==> config.mk <==
export PLATFORM = sky130hd
export DESIGN_NAME = soc_bus_decode
export DESIGN_NICKNAME = d
export VERILOG_FILES = /design/src/design/bus_pkg.sv /design/src/design/csr_pkg.sv /design/src/design/soc_bus_decode.sv
export VERILOG_INCLUDE_DIRS = /design/src /design/src/design
export SDC_FILE = /design/constraint.sdc
export NUM_CORES = 1
export LEC_CHECK = 0
export BUFFER_PORTS_ARGS = -buffer_cell sky130_fd_sc_hd__buf_2
export CORE_AREA = 10 10 117 119
export DETAILED_ROUTE_END_ITERATION = 6
export DIE_AREA = 0 0 127 129
export GPL_ROUTABILITY_DRIVEN = 0
export HOLD_SLACK_MARGIN = 0.1
export SLEW_MARGIN = 15
export SYNTH_ARGS = -nofsm -noshare
export SYNTH_HDL_FRONTEND = slang
export SYNTH_SLANG_ARGS = --single-unit
==> constraint.sdc <==
create_clock -name sys_clk -period 0.95 [get_ports sys_clk]
set_input_delay 0.095 -clock sys_clk [delete_from_list [all_inputs] [get_ports sys_clk]]
set_output_delay 0.095 -clock sys_clk [all_outputs]
set_load 0.1 [all_outputs]
==> src/design/soc_consts.svh <==
`ifndef SOC_CONSTS_SVH
`define SOC_CONSTS_SVH

//----------------------------------------
// address map
//----------------------------------------

// region codes in bits 30:29, bit 31 ignored
`define SOC_REGION_BRAM 2'b10
`define SOC_REGION_CSR 2'b11

// null pointer window is the top 14 address bits all zero
`define SOC_NULL_BITS 14

// block RAM word address width
`define SOC_BRAM_AW 8

//----------------------------------------
// reset counters
//----------------------------------------

// system reset stretch
`define SOC_DEBOUNCE_BITS 8
// flash reset released at the top bit
`define SOC_FLASH_RST_BITS 8

//----------------------------------------
// CSR bus
//----------------------------------------
`define SOC_CSR_AW 14
`define SOC_CSR_BANK_SYSCTL 4'd1
`define SOC_SYSTEM_ID 32'h13004D31
// button synchronizer depth
`define SOC_SYNC_STAGES 2

`endif

==> src/design/bus_pkg.sv <==
package bus_pkg;

	// wishbone view of the address
	// bit 31 ignored so the upper half shadows the lower half
	typedef struct packed {
		logic ignored;
		logic [1:0] region;
		logic [28:0] offset;
	} wb_view_t;

	// CSR view of the same word
	// bank and register form the 14 bit CSR address
	typedef struct packed {
		logic [15:0] high;
		logic [3:0] bank;
		logic [9:0] reg_num;
		logic [1:0] lane;
	} csr_view_t;

	typedef union packed {
		wb_view_t wb;
		csr_view_t csr;
	} wb_addr_u;

	// master to slave
	typedef struct packed {
		wb_addr_u adr;
		logic [31:0] dat_w;
		logic [3:0] sel;
		logic we;
		logic cyc;
		logic stb;
	} wb_req_t;

	// slave to master
	// err only ever rides along with ack
	typedef struct packed {
		logic [31:0] dat_r;
		logic ack;
		logic err;
	} wb_rsp_t;

endpackage

==> src/design/csr_pkg.sv <==
`include "soc_consts.svh"

package csr_pkg;

	// one CSR cycle
	// we is a single cycle strobe
	typedef struct packed {
		logic [`SOC_CSR_AW-1:0] a;
		logic we;
		logic [31:0] dw;
	} csr_req_t;

	// system control bits out of the sysctl bank
	typedef struct packed {
		logic bus_errors_en;
		logic hard_reset_req;
	} sysctl_ctrl_t;

endpackage

==> src/design/soc_bus_decode.sv <==
`timescale 1ns/100ps
`include "soc_consts.svh"

module soc_bus_decode import bus_pkg::*, csr_pkg::*; (
	input logic sys_clk,
	input logic sys_rst_i,
	input wb_req_t req_i,
	output wb_rsp_t rsp_o,
	input sysctl_ctrl_t ctrl_i,
	output wb_req_t bram_req_o,
	input wb_rsp_t bram_rsp_i,
	output wb_req_t csr_req_o,
	input wb_rsp_t csr_rsp_i
);

	logic sel_bram;
	logic sel_csr;
	logic sel_none;
	logic hit_none;
	logic is_null;
	logic none_ack;
	logic none_err;

	//----------------------------------------
	// region decode
	//----------------------------------------
	// top bit ignored here
	assign sel_bram = req_i.adr.wb.region == `SOC_REGION_BRAM;
	assign sel_csr = req_i.adr.wb.region == `SOC_REGION_CSR;
	assign sel_none = ~sel_bram & ~sel_csr;

	// null window does include bit 31
	assign is_null = req_i.adr[31 -: `SOC_NULL_BITS] == '0;

	// forward path has no register
	// only the chosen target sees cyc and stb
	always_comb begin
		bram_req_o = req_i;
		bram_req_o.cyc = req_i.cyc & sel_bram;
		bram_req_o.stb = req_i.stb & sel_bram;
		csr_req_o = req_i;
		csr_req_o.cyc = req_i.cyc & sel_csr;
		csr_req_o.stb = req_i.stb & sel_csr;
	end

	//----------------------------------------
	// unmapped regions
	//----------------------------------------
	// one cycle ack, held off for a cycle after each ack
	assign hit_none = req_i.cyc & req_i.stb & sel_none & ~none_ack;

	always_ff @(posedge sys_clk) begin
		if (sys_rst_i) begin
			none_ack <= 1'b0;
			none_err <= 1'b0;
		end else begin
			none_ack <= hit_none;
			// null access flagged only when enabled
			none_err <= hit_none & is_null & ctrl_i.bus_errors_en;
		end
	end

	// response back to the master
	always_comb begin
		if (sel_bram) begin
			rsp_o = bram_rsp_i;
		end else if (sel_csr) begin
			rsp_o = csr_rsp_i;
		end else begin
			rsp_o.dat_r = 32'd0;
			rsp_o.ack = none_ack;
			rsp_o.err = none_err;
		end
	end

endmodule

; Word level (Yosys, flattened, before mapping)
; Index checks and enable logic that the tools add are counted.
[op_classes]
addsub = 0
multipliers = 0
div = 0
n_lt_le_gt_ge = 0
eq_ne = 2
shift = 0
mux = 2
bitwise = 13
n_reduce_logical = 1
[op_table]
columns = operator, n
row1 = 34-bit two-way mux, 2
row2 = 14-bit logical NOT, 1
row3 = 1-bit AND, 10
row4 = "2-bit == test, second input constant", 2
row5 = 1-bit inverter, 3
[totals]
register_bits = 2
latch_bits = 0
ram_bits = 0
mem_bits_ro = 0
inputBits = 143
output_inout_bits = 176
wordCells = 20
n_memories = 0

; Depth between registers and ports, before layout
; Gate-level depths: netlist (run 1).
[depth]
word_depth = 7
mapped_depth = 4

; Least setup slack after synthesis (run 1)
; OpenSTA, ideal clock, no wires.
[synth_timing]
path_type = input to output
start = input port req_i[69] (netlist name)
end = output port rsp_o[0] (netlist name)
arrival_ns = 1.981
path_slack_ns = -1.126
cell_stages = 4
path_cell_list = clkbuf_1 > buf_2 > nor2_1 > a21oi_1
[synth_lines]
columns = element, line
row1 = "start, declared", soc_bus_decode.sv:7  ; input wb_req_t req_i,
row2 = "end, declared", soc_bus_decode.sv:8  ; output wb_rsp_t rsp_o,

==> metrics.md, run 1 <==
| Metric | Value |
|---|---|
| Actual slew at the worst max-slew pin | 316 ps |
| Worst path max stage delay | 190 ps |
| Buf/Inv on CP | 3 |
| Worst rel slew slack | 0.787 |
| Vias post-DR | 1,501 |
| Detailed Place HPWL | 6010 µm |
| Status | complete, but fails checks |
| GRT overflow | 0 |
| Number of enable flip-flop cells after synthesis | 0 |
| Worst vdd ir | 0.954 mV |
| Pwr per Cell Area | 1010 mW/mm² |
| First-pass GRT wire length | 10,700 µm |
| GRT Overall Usage | 0.0821 |
| Async S/R FF share, synth | 0 |
| Io pins | 319 |
| Busiest grt layer | met2 |
| CTS root buffer | clkbuf_16 |
| Clk sinks | 2 |
| H-tree depth | 1 |
| Critical Path AT | 920 ps |
| Hold Vio Cnt, Final | 0 |
| Failing checks | setup timing |
| Minimum clock period | 1010 ps |
| Max Cap Viol | 0 |
| Setup slack after layout | -61.5 ps |
| Most used flip-flop cell after synthesis | dfxtp_1 |
| CP max FO | 7 |
| Distinct cells, synth | 15 |
| DIE HEIGHT | 129 µm |
| Peak Freq | 989 MHz |
| Area leader, netlist | buf_4 |
| Tcrit/Tclk final | 1.06 |
| Placed Cells | 396 |
| Clock Latency Late Sink | 220 ps |
| Most common cell on crit path | buf_12 |
| Core Area | 0.0113 mm² |
| Area contributors post-synth | buf_4 (59%), mux2i_1 (19%), nor2b_1 (11%) |
| Worst setup SP type | primary input |
| WL final | 7290 µm |
| Max Slew Vio Count | 0 |
| Slowest CP cell | mux2i_4 |
| WP data required | 850 ps |
| Largest net degree at the start of global routing | 27 |
| Worst path cell trace | buf_12 > buf_12 > mux2i_4 > a21oi_4 > buf_12 |
| Initial antenna violation count | 0 |
| CTS tree | yes |
| Antenna Cells | 0 |
| M3 GR Usage | 0.0402 |
| Skew final | 4.19 ps |
| Vias in the first global route | 1,865 |
| Row count | 39 |
| Post-synthesis net count | 374 |
| Nets | 405 |
| R2r setup slk | 70 ps |
| Syn-to-layout area delta | 111% |
| Effective utilization at floorplan | 0.156 |
| Setup Crit Path Kind | in2out |
| Most numerous cell in the Yosys netlist | buf_4 |
| Mean post-synth cell area | 7.63 µm² |
| Setup Viol. Count Final | 34 |
| Wire per inst | 18.1 µm |
| DRC errors left | 0 |
| PortBufs | 152 |
| Synth Warn # | 0 |
| Top delay family on crit path | buffers and inverters |
| Worst Setup End Kind | primary output |
| RSZ-0062 raised after global routing | true |
| Hold Crit Class | in2reg |
| 1st-iter DRT viols | 13 |
| Longest Clk Path Bufs | 2 |
| Met2 Use GR | 0.158 |
| Sequential share of the synthesized area | 0.0227 |
| Non-Filler Instances | 403 |
| Post-synth top cells | buf_4 (139), mux2i_1 (34), nor2b_1 (32) |
| Layout cells sized above 1 | 0.973 |
| Met1 usage | 0.0636 |
| TritonRoute pass-1 iters | 4 |
| Vias per cell | 3.72 |
| Post-place setup slack | -230 ps |
| Chip Width | 127 µm |
| Share of the synthesized area in the top cell type | 0.592 |
| Routed Antenna Nets | 0 |
| Tot Pwr | 3.78 mW |
| Reg clk slew, reported paths | 30 ps |
| CTS Buf Count | 3 |
| Synth Cell Area | 0.00176 mm² |
| Die area | 0.0164 mm² |
| Pleak | 1.60 nW |
| Post-Syn Instances | 231 |
| Register bit total from synthesis | 2 |
==> final timing paths <==
kind,from,end,cells past startpoint
max reg2reg,none_ack,none_err,3
max,req_i[68],rsp_o[1],5
min,ctrl_i[1],none_err,3
min reg2reg,none_ack,none_ack,3
==> cell usage in the layout (no fill, tap or decap) <==
| cell | Yosys | routed |
|---|---|---|
| buf_2 | 3 | 84 |
| buf_12 | 0 | 73 |
| mux2i_4 | 0 | 34 |
| nor2b_4 | 0 | 32 |
| buf_4 | 139 | 10 |
| clkbuf_16 | 0 | 3 |
| buf_16 | 0 | 3 |
| a21oi_4 | 0 | 2 |
| and3_2 | 0 | 2 |
| and3b_2 | 0 | 2 |
| nor2_1 | 4 | 2 |
| nor4_1 | 3 | 2 |
| dfxtp_2 | 0 | 2 |
| nor2_4 | 0 | 1 |
| nor2_2 | 0 | 1 |
| nand3_2 | 0 | 1 |
| nor4_4 | 0 | 1 |
| nand2_1 | 1 | 1 |
| nand3_1 | 2 | 1 |
| nor4_2 | 1 | 1 |
| dlygate4sd3_1 | 0 | 1 |
| buf_6 | 1 | 1 |
==> metrics by stage <==
stage / setup TNS (ps) / hold WS [ps] / instance area [µm²] / util
after floorplan: -2500 / 166 / 2110 / -
after global placement: -5160 / 191 / 3070 / 0.271
after detailed placement: -5730 / 191 / 3070 / 0.271
after CTS: -1680 / 126 / 3670 / 0.324
after global routing: -2350 / 130 / 3720 / 0.329
final: -1330 / 119 / 3720 / 0.329
==> sequential cells by signal (all words and copies together) (netlist names) <==
register / count
none_ack: 1
none_err: 1
==> what timing repair did <==
action | 4_1_cts | 5_1_grt
endpoints found under the setup margin | 39 | 37
hold buffers | 1 | 0
buffers inserted | 1 | 0
pin swaps | 1 | 0
gates cloned | 3 | 0
gates resized for setup | 80 | 7
hold endpoints to repair | 2 | 0
==> power by group <==
group          total, mW  switching (mW)  leakage (nW)  internal (mW)
clock              0.643           0.107        0.0370          0.536
sequential        0.0869        0.000865        0.0172         0.0860
combinational       3.05            1.81          1.55           1.24
total               3.78            1.91          1.60           1.86
==> tightest hold or removal path, cell delays in order <==
cell	delay [ps]
buf_2	100
nand3_1	70
nor4_2	40
==> cell families after synthesis <==
family                 count (synthesis)  synth area share
buffers and inverters                146             0.614
and+or+nand+nor                       47             0.165
muxes                                 34             0.193
AOI/OAI and AO/OA                      2           0.00568
DFF                                    2            0.0227
==> final cells by class <==
class                           instances  area (µm²)
Sequential cell                         2        42.5
Clock buffer                            3        75.1
Fill cell                            1117        7600
Tap cell                              143         179
Timing Repair Buffer                  172        2060
Multi-Input combinational cell         83        1360
==> metal layers <==
metal / vias to the layer above / share of wire
li1: 664 / -
met1: 657 / 0.26
met2: 120 / 0.54
met3: 60 / 0.14
met4: 0 / 0.063
met5: - / 0
No activity file was read; power rests on OpenSTA's default activity.
==> run 2, diff against run 1 <==
--- a/config.mk
+++ b/config.mk
@@ -12,6 +12,7 @@
 export DIE_AREA = 0 0 127 129
 export GPL_ROUTABILITY_DRIVEN = 0
 export HOLD_SLACK_MARGIN = 0.1
+export SKIP_LAST_GASP = 1
 export SLEW_MARGIN = 15
 export SYNTH_ARGS = -nofsm -noshare
 export SYNTH_HDL_FRONTEND = slang
==> metrics.md, run 2 (synthesis gave the netlist of run 1 again) <==
| Metric | Value |
|---|---|
| 1st-iter DRT viols | 13 (unchanged) |
| Layout cells sized above 1 | 0.973 (unchanged) |
| Syn-to-layout area delta | 111% (unchanged) |
| Pleak | 1.60 nW (unchanged) |
| Multi-input gate area | 0.00136 mm² (unchanged) |
| Minimum clock period | 1010 ps (-0.442 ps) |
| Max Cap Viol | 0 (unchanged) |
| Worst vdd ir | 0.954 mV (unchanged) |
| Skew final | 4.19 ps (unchanged) |
| Setup TNS | -1320 ps (+5.35 ps) |
| Core Area | 0.0113 mm² (unchanged) |
| PortBufs | 152 (unchanged) |
| Hold Startpoint | ctrl_i[1] |
| CTS Buf Count | 3 (unchanged) |
| Clock Latency Late Sink | 220 ps (about the same) |
| Clk sinks | 2 (unchanged) |
| Reg-to-Reg Start | none_ack |
| GRT overflow | 0 (unchanged) |
| Pwr per Cell Area | 1010 mW/mm² (about the same) |
| Worst setup SP type | primary input |
| First-pass GRT wire length | 10,700 µm (unchanged) |
| Clock share of power | 0.170 (about the same) |
| Io pins | 319 (unchanged) |
| R2r setup slk | 70 ps (about the same) |
| RSZ-0062 raised after global routing | true |
| Crit path to | rsp_o[1] |
| Internal | 1.86 mW (unchanged) |
| WL final | 7290 µm (about the same) |
| H-tree depth | 1 (unchanged) |
| Vias per cell | 3.72 (unchanged) |
| Hold Vio Cnt, Final | 0 (unchanged) |
| Hold Crit Class | in2reg |
| TritonRoute pass-1 iters | 4 (unchanged) |
| Largest net degree at the start of global routing | 27 (unchanged) |
| WP data required | 850 ps (about the same) |
| Peak Freq | 989 MHz (about the same) |
| Final instance area | 0.00372 mm² (unchanged) |
| FILL cells | 1,117 (unchanged) |
| CTS tree | yes |
| CTS root buffer | clkbuf_16 |
| Max Slew Vio Count | 0 (unchanged) |
| Worst rel slew slack | 0.787 (unchanged) |
| Tcrit/Tclk final | 1.06 (about the same) |
| Routed Antenna Nets | 0 (unchanged) |
| RR Endpoint | none_err |
| Sequential Area | 42.5 µm² (unchanged) |
| Detailed Place HPWL | 6010 µm (unchanged) |
| Actual slew at the worst max-slew pin | 316 ps (unchanged) |
| Failing checks | setup timing |
| Sw Pwr | 1.91 mW (about the same) |
| Setup Crit Path Kind | in2out |
| DP Area | 0.00307 mm² (unchanged) |
| Vias post-DR | 1,501 (unchanged) |
| Initial antenna violation count | 0 (unchanged) |
| Chip Width | 127 µm (unchanged) |
| Effective utilization at floorplan | 0.156 (unchanged) |
| Worst path cell trace | buf_12 > buf_12 > mux2i_4 > a21oi_4 > buf_12 |
| DIE HEIGHT | 129 µm (unchanged) |
| Post-place setup slack | -230 ps (unchanged) |
| DRC errors left | 0 (unchanged) |
| Worst Setup SP | req_i[68] |
| Top delay family on crit path | buffers and inverters |
| GRT Overall Usage | 0.0821 (unchanged) |
| Longest Clk Path Bufs | 2 (unchanged) |
| Slowest CP cell | mux2i_4 |
| CP max FO | 7 (unchanged) |
| Stages on the worst setup path | 5 (unchanged) |
| Worst Setup End Kind | primary output |
| Wire per inst | 18.1 µm (about the same) |
| Most common cell on crit path | buf_12 |
| Die area | 0.0164 mm² (unchanged) |
| Sequential Power Share | 0.023 (about the same) |
| Largest registers | none_ack: 1 flops, none_err: 1 flops |
| Row count | 39 (unchanged) |
| Antenna Cells | 0 (unchanged) |
| Nets | 405 (unchanged) |
| Buf/Inv on CP | 3 (unchanged) |
| Vias in the first global route | 1,865 (unchanged) |
| Setup Viol. Count Final | 34 (unchanged) |
| Switching share of power | 0.507 (about the same) |
| Reg clk slew, reported paths | 30 ps (about the same) |
| Status | complete, but fails checks |
| Combinational Power Share | 0.807 (about the same) |
| Leading cell type in the layout, fill and taps excluded | buf_2 |
| R2R cell count | 3 (unchanged) |
| Worst path max stage delay | 190 ps (about the same) |
| Critical Path AT | 920 ps (about the same) |
| Most frequent cells in the layout | buf_2 (84), buf_12 (73), mux2i_4 (34) |
| Setup slack after layout | -61.1 ps (+0.442 ps) |
## run 2: tightest hold or removal path: stages
cell     delay, ps
buf_2          100
nand3_1         70
nor4_2          40
## run 2: power groups by stage
stage | registers (mW) | clock network [mW] | logic (mW)
after floorplan | 0.0871 | 0 | 3.92
after global placement | 0.0871 | 0 | 2.69
after detailed placement | 0.0871 | 0 | 2.72
after CTS | 0.0869 | 0.653 | 3.05
after global routing | 0.0871 | 0.662 | 3.14
final | 0.0869 | 0.643 | 3.05
## run 2: through the flow
step | cells | power [mW] | hold slack, ps | util
after detailed placement | 396 | 2.81 | 191 | 0.271
after floorplan | 231 | 4.01 | 166 | -
after global placement | 396 | 2.78 | 191 | 0.271
final | 403 | 3.78 | 119 | 0.329
after CTS | 403 | 3.79 | 126 | 0.324
after global routing | 403 | 3.89 | 130 | 0.329
## run 2: how the worst min path moves through the flow
stage / slack (ps) / depth (start not counted) / endpoint
5_1_grt: 130 / 3 / none_err
3_5_place_dp: 190 / 0 / bram_req_o[9]
6_report: 120 / 3 / none_err
3_3_place_gp: 190 / 0 / bram_req_o[9]
4_1_cts: 130 / 3 / none_err
2_1_floorplan: 170 / 1 / none_err
## run 2: timing repair
action	4_1_cts	5_1_grt
setup endpoints to repair	39	37
pin swaps	1	0
setup buffers	1	0
hold buffers	1	0
gates cloned	3	0
gates resized for setup	80	7
hold endpoints to repair	2	0
## run 2: per-layer routing
layer / share of wire / global-route usage
met5: 0 / 0
met2: 0.54 / 0.158
met3: 0.14 / 0.0402
met1: 0.26 / 0.0636
met4: 0.063 / 0.0543
## run 2: area by class of cell
| cell class | instances | share of cell area |
|---|---|---|
| clock buffer | 3 | 0.0202 |
| multi-input combinational | 83 | 0.367 |
| timing repair buffer | 172 | 0.554 |
| tap | 143 | 0.0481 |
| sequential | 2 | 0.0114 |
==> run 3, diff against run 2 <==
--- a/config.mk
+++ b/config.mk
@@ -7,11 +7,13 @@
 export NUM_CORES = 1
 export LEC_CHECK = 0
 export BUFFER_PORTS_ARGS = -buffer_cell sky130_fd_sc_hd__buf_2
-export CORE_AREA = 10 10 117 119
+export CORE_AREA = 10 10 115 117
+export CTS_BUF_LIST = sky130_fd_sc_hd__clkbuf_8
 export DETAILED_ROUTE_END_ITERATION = 6
-export DIE_AREA = 0 0 127 129
+export DIE_AREA = 0 0 125 127
 export GPL_ROUTABILITY_DRIVEN = 0
 export HOLD_SLACK_MARGIN = 0.1
+export PLACE_DENSITY = 0.55
 export SKIP_LAST_GASP = 1
 export SLEW_MARGIN = 15
 export SYNTH_ARGS = -nofsm -noshare
==> metrics.md, run 3 (synthesis gave the netlist of run 1 again) <==
| Metric | Value |
|---|---|
| Worst setup SP type | flop |
| GRT overflow | 0 (unchanged) |
| Met2 wire length | 4310 µm (+9.0%) |
| Hold Path End | none_err |
| DRC errors left | 0 (unchanged) |
| WL final | 7920 µm (+8.6%) |
| Sw Pwr | 1.86 mW (-2.8%) |
| WP data required | 850 ps (about the same) |
| DR WL met3 | 802 µm (-19%) |
| Reg-to-Reg Start | none_ack |
| Min-Delay Path Depth | 3 (unchanged) |
| CTS tree | yes |
| Non-Filler Instances | 407 (+0.99%) |
| Most frequent cells in the layout | buf_2 (84), buf_12 (72), nor2b_4 (32) |
| Failing checks | setup timing |
| Setup Viol. Count Final | 35 (+2.9%) |
| Peak Freq | 899 MHz (-9.1%) |
| Internal | 1.62 mW (-13%) |
| Die area | 0.0159 mm² (-3.1%) |
| Reg clk slew, reported paths | 30 ps (about the same) |
| RSZ-0062 raised after global routing | true |
| Largest net degree at the start of global routing | 21 (-22%) |
| Post-route met1 wirelength | 2360 µm (+26%) |
| Leading cell type in the layout, fill and taps excluded | buf_2 |
| Wire per inst | 19.5 µm (+7.5%) |
| FILL cells | 1,083 (-3.0%) |
| Vias per cell | 3.76 (+0.86%) |
| Hold Crit Class | in2reg |
| TritonRoute pass-1 iters | 4 (unchanged) |
| Antenna Cells | 0 (unchanged) |
| GRT Overall Usage | 0.0879 (+0.00576) |
| Actual slew at the worst max-slew pin | 258 ps (-58.5 ps) |
| Hold Startpoint | ctrl_i[1] |
| CTS root buffer | clkbuf_8 |
| Final instance area | 0.00372 mm² (-0.10%) |
| R2R cell count | 3 (unchanged) |
| CTS Buf Count | 3 (unchanged) |
| Vias post-DR | 1,529 (+1.9%) |
| Layout cells sized above 1 | 0.970 (-0.00338) |
| Post-place setup slack | -199 ps (+31.2 ps) |
| Core Area | 0.0111 mm² (-1.7%) |
| Multi-input gate area | 0.00128 mm² (-6.2%) |
| H-tree depth | 1 (unchanged) |
| R2r setup slk | 0 ps (-70 ps) |
| 1st-iter DRT viols | 13 (unchanged) |
| Worst vdd ir | 0.424 mV (-56%) |
| Syn-to-layout area delta | 111% |
| Detailed Place HPWL | 6110 µm (+1.7%) |
| Slowest CP cell | dfxtp_2 |
| Io pins | 319 (unchanged) |
| Nets | 409 (+0.99%) |
| Row count | 39 (unchanged) |
| Effective utilization at floorplan | 0.158 (+0.00273) |
| Setup slack after layout | -163 ps (-102 ps) |
| DP Area | 0.00304 mm² (-0.98%) |
| DIE HEIGHT | 127 µm (-1.6%) |
| Tcrit/Tclk final | 1.17 (+0.107) |
| DR top layer | met4 |
| Clk sinks | 2 (unchanged) |
| Chip Width | 125 µm (-1.6%) |
| Longest Clk Path Bufs | 2 (unchanged) |
| Tot Pwr | 3.48 mW (-7.9%) |
| Worst Setup End Kind | primary output |
| Pwr per Cell Area | 935 mW/mm² (-7.8%) |
| First-pass GRT wire length | 11,100 µm (+3.3%) |
| CP max FO | 2 (-5) |
| Status | complete, but fails checks |
| Worst rel slew slack | 0.826 (+0.0393) |
| Clock share of power | 0.093 (-0.077) |
| Combinational Power Share | 0.882 (+0.075) |
| Buf/Inv on CP | 2 (-1) |
| Hold Vio Cnt, Final | 0 (unchanged) |
| Routed Antenna Nets | 0 (unchanged) |
| Sequential Area | 42.5 µm² (unchanged) |
| Worst path max stage delay | 330 ps (+140 ps) |
| Max Slew Vio Count | 0 (unchanged) |
| RR Endpoint | none_err |
| Top delay family on crit path | flip-flops |
| PortBufs | 152 (unchanged) |
| Max Cap Viol | 0 (unchanged) |
| Initial antenna violation count | 1 (+1) |
| Setup Crit Path Kind | reg2out |
| Switching share of power | 0.535 (+0.0281) |
| Minimum clock period | 1110 ps (+102 ps) |
| Vias in the first global route | 1,793 (-3.9%) |
| Critical Path AT | 1020 ps (+100 ps) |
| Skew final | 0.949 ps (-3.25 ps) |
| Sequential Power Share | 0.025 (+0.002) |
| Pleak | 1.63 nW (+1.8%) |
| Placed Cells | 392 (-1.0%) |
| Clock Latency Late Sink | 210 ps (about the same) |
| Worst path cell trace | nor2_4 > buf_6 > a21oi_4 > buf_12 |
| Largest registers | none_ack: 1 flops, none_err: 1 flops |
-- run 3: cell count changes in the layout (fill, tap and decap cells not counted), moves of 2 or more --
| cell | previous run | this run |
|---|---|---|
| mux2i_2 | 0 | 9 |
| mux2i_4 | 34 | 25 |
| clkbuf_8 | 0 | 3 |
| and3_2 | 2 | 0 |
| and3_4 | 0 | 2 |
| buf_16 | 3 | 5 |
| buf_4 | 10 | 8 |
| buf_6 | 1 | 3 |
| clkbuf_16 | 3 | 1 |
-- run 3: timing repair --
item,in CTS,in global routing
pin swaps,0,3
gates cloned,6,1
setup buffers,4,2
gates resized for setup,59,22
hold endpoints to repair,2,0
endpoints found under the setup margin,37,39
hold buffers,1,0
-- run 3: layout make-up --
type                       count  share of cell area
clock buffer                   3              0.0111
tap                          143              0.0481
multi-input combinational     83               0.344
timing repair buffer         176               0.585
sequential                     2              0.0114
-- run 3: power groups by stage --
stage | Sequential, mW | Combinational [mW] | Clock (mW)
global route | 0.0871 | 3.15 | 0.344
floorplan | 0.0871 | 3.92 | 0
global placement | 0.0871 | 2.69 | 0
CTS | 0.0871 | 3.01 | 0.333
finish | 0.0871 | 3.07 | 0.324
detailed placement | 0.0872 | 2.71 | 0
-- run 3: worst min-delay path: stages --
cell	delay, ps
buf_2	100
nand3_1	90
nor4_2	40
-- run 3: per-stage QoR --
stage	utilization	TNS [ps]	hold WS, ps
2_1_floorplan	-	-2500	166
3_5_place_dp	0.273	-5310	191
5_1_grt	0.334	-3400	162
4_1_cts	0.321	-3300	163
3_3_place_gp	0.273	-4630	191
6_report	0.334	-2530	163
-- run 3: worst max path at each step --
| stage | start | to | slack (ps) | cells past startpoint |
|---|---|---|---|---|
| after floorplan | req_i[68] | rsp_o[15] | -170 | 4 |
| after global placement | req_i[68] | rsp_o[0] | -160 | 5 |
| after detailed placement | req_i[68] | rsp_o[32] | -200 | 5 |
| after CTS | none_ack | rsp_o[1] | -180 | 4 |
| after global routing | none_ack | rsp_o[1] | -190 | 4 |
| final | none_ack | rsp_o[1] | -160 | 4 |
-- run 3: per-layer routing --
layer	GRT usage	vias to the layer above
met5	0	-
met4	0.0603	0
met3	0.0302	48
met2	0.167	117
met1	0.0761	693
li1	-	671
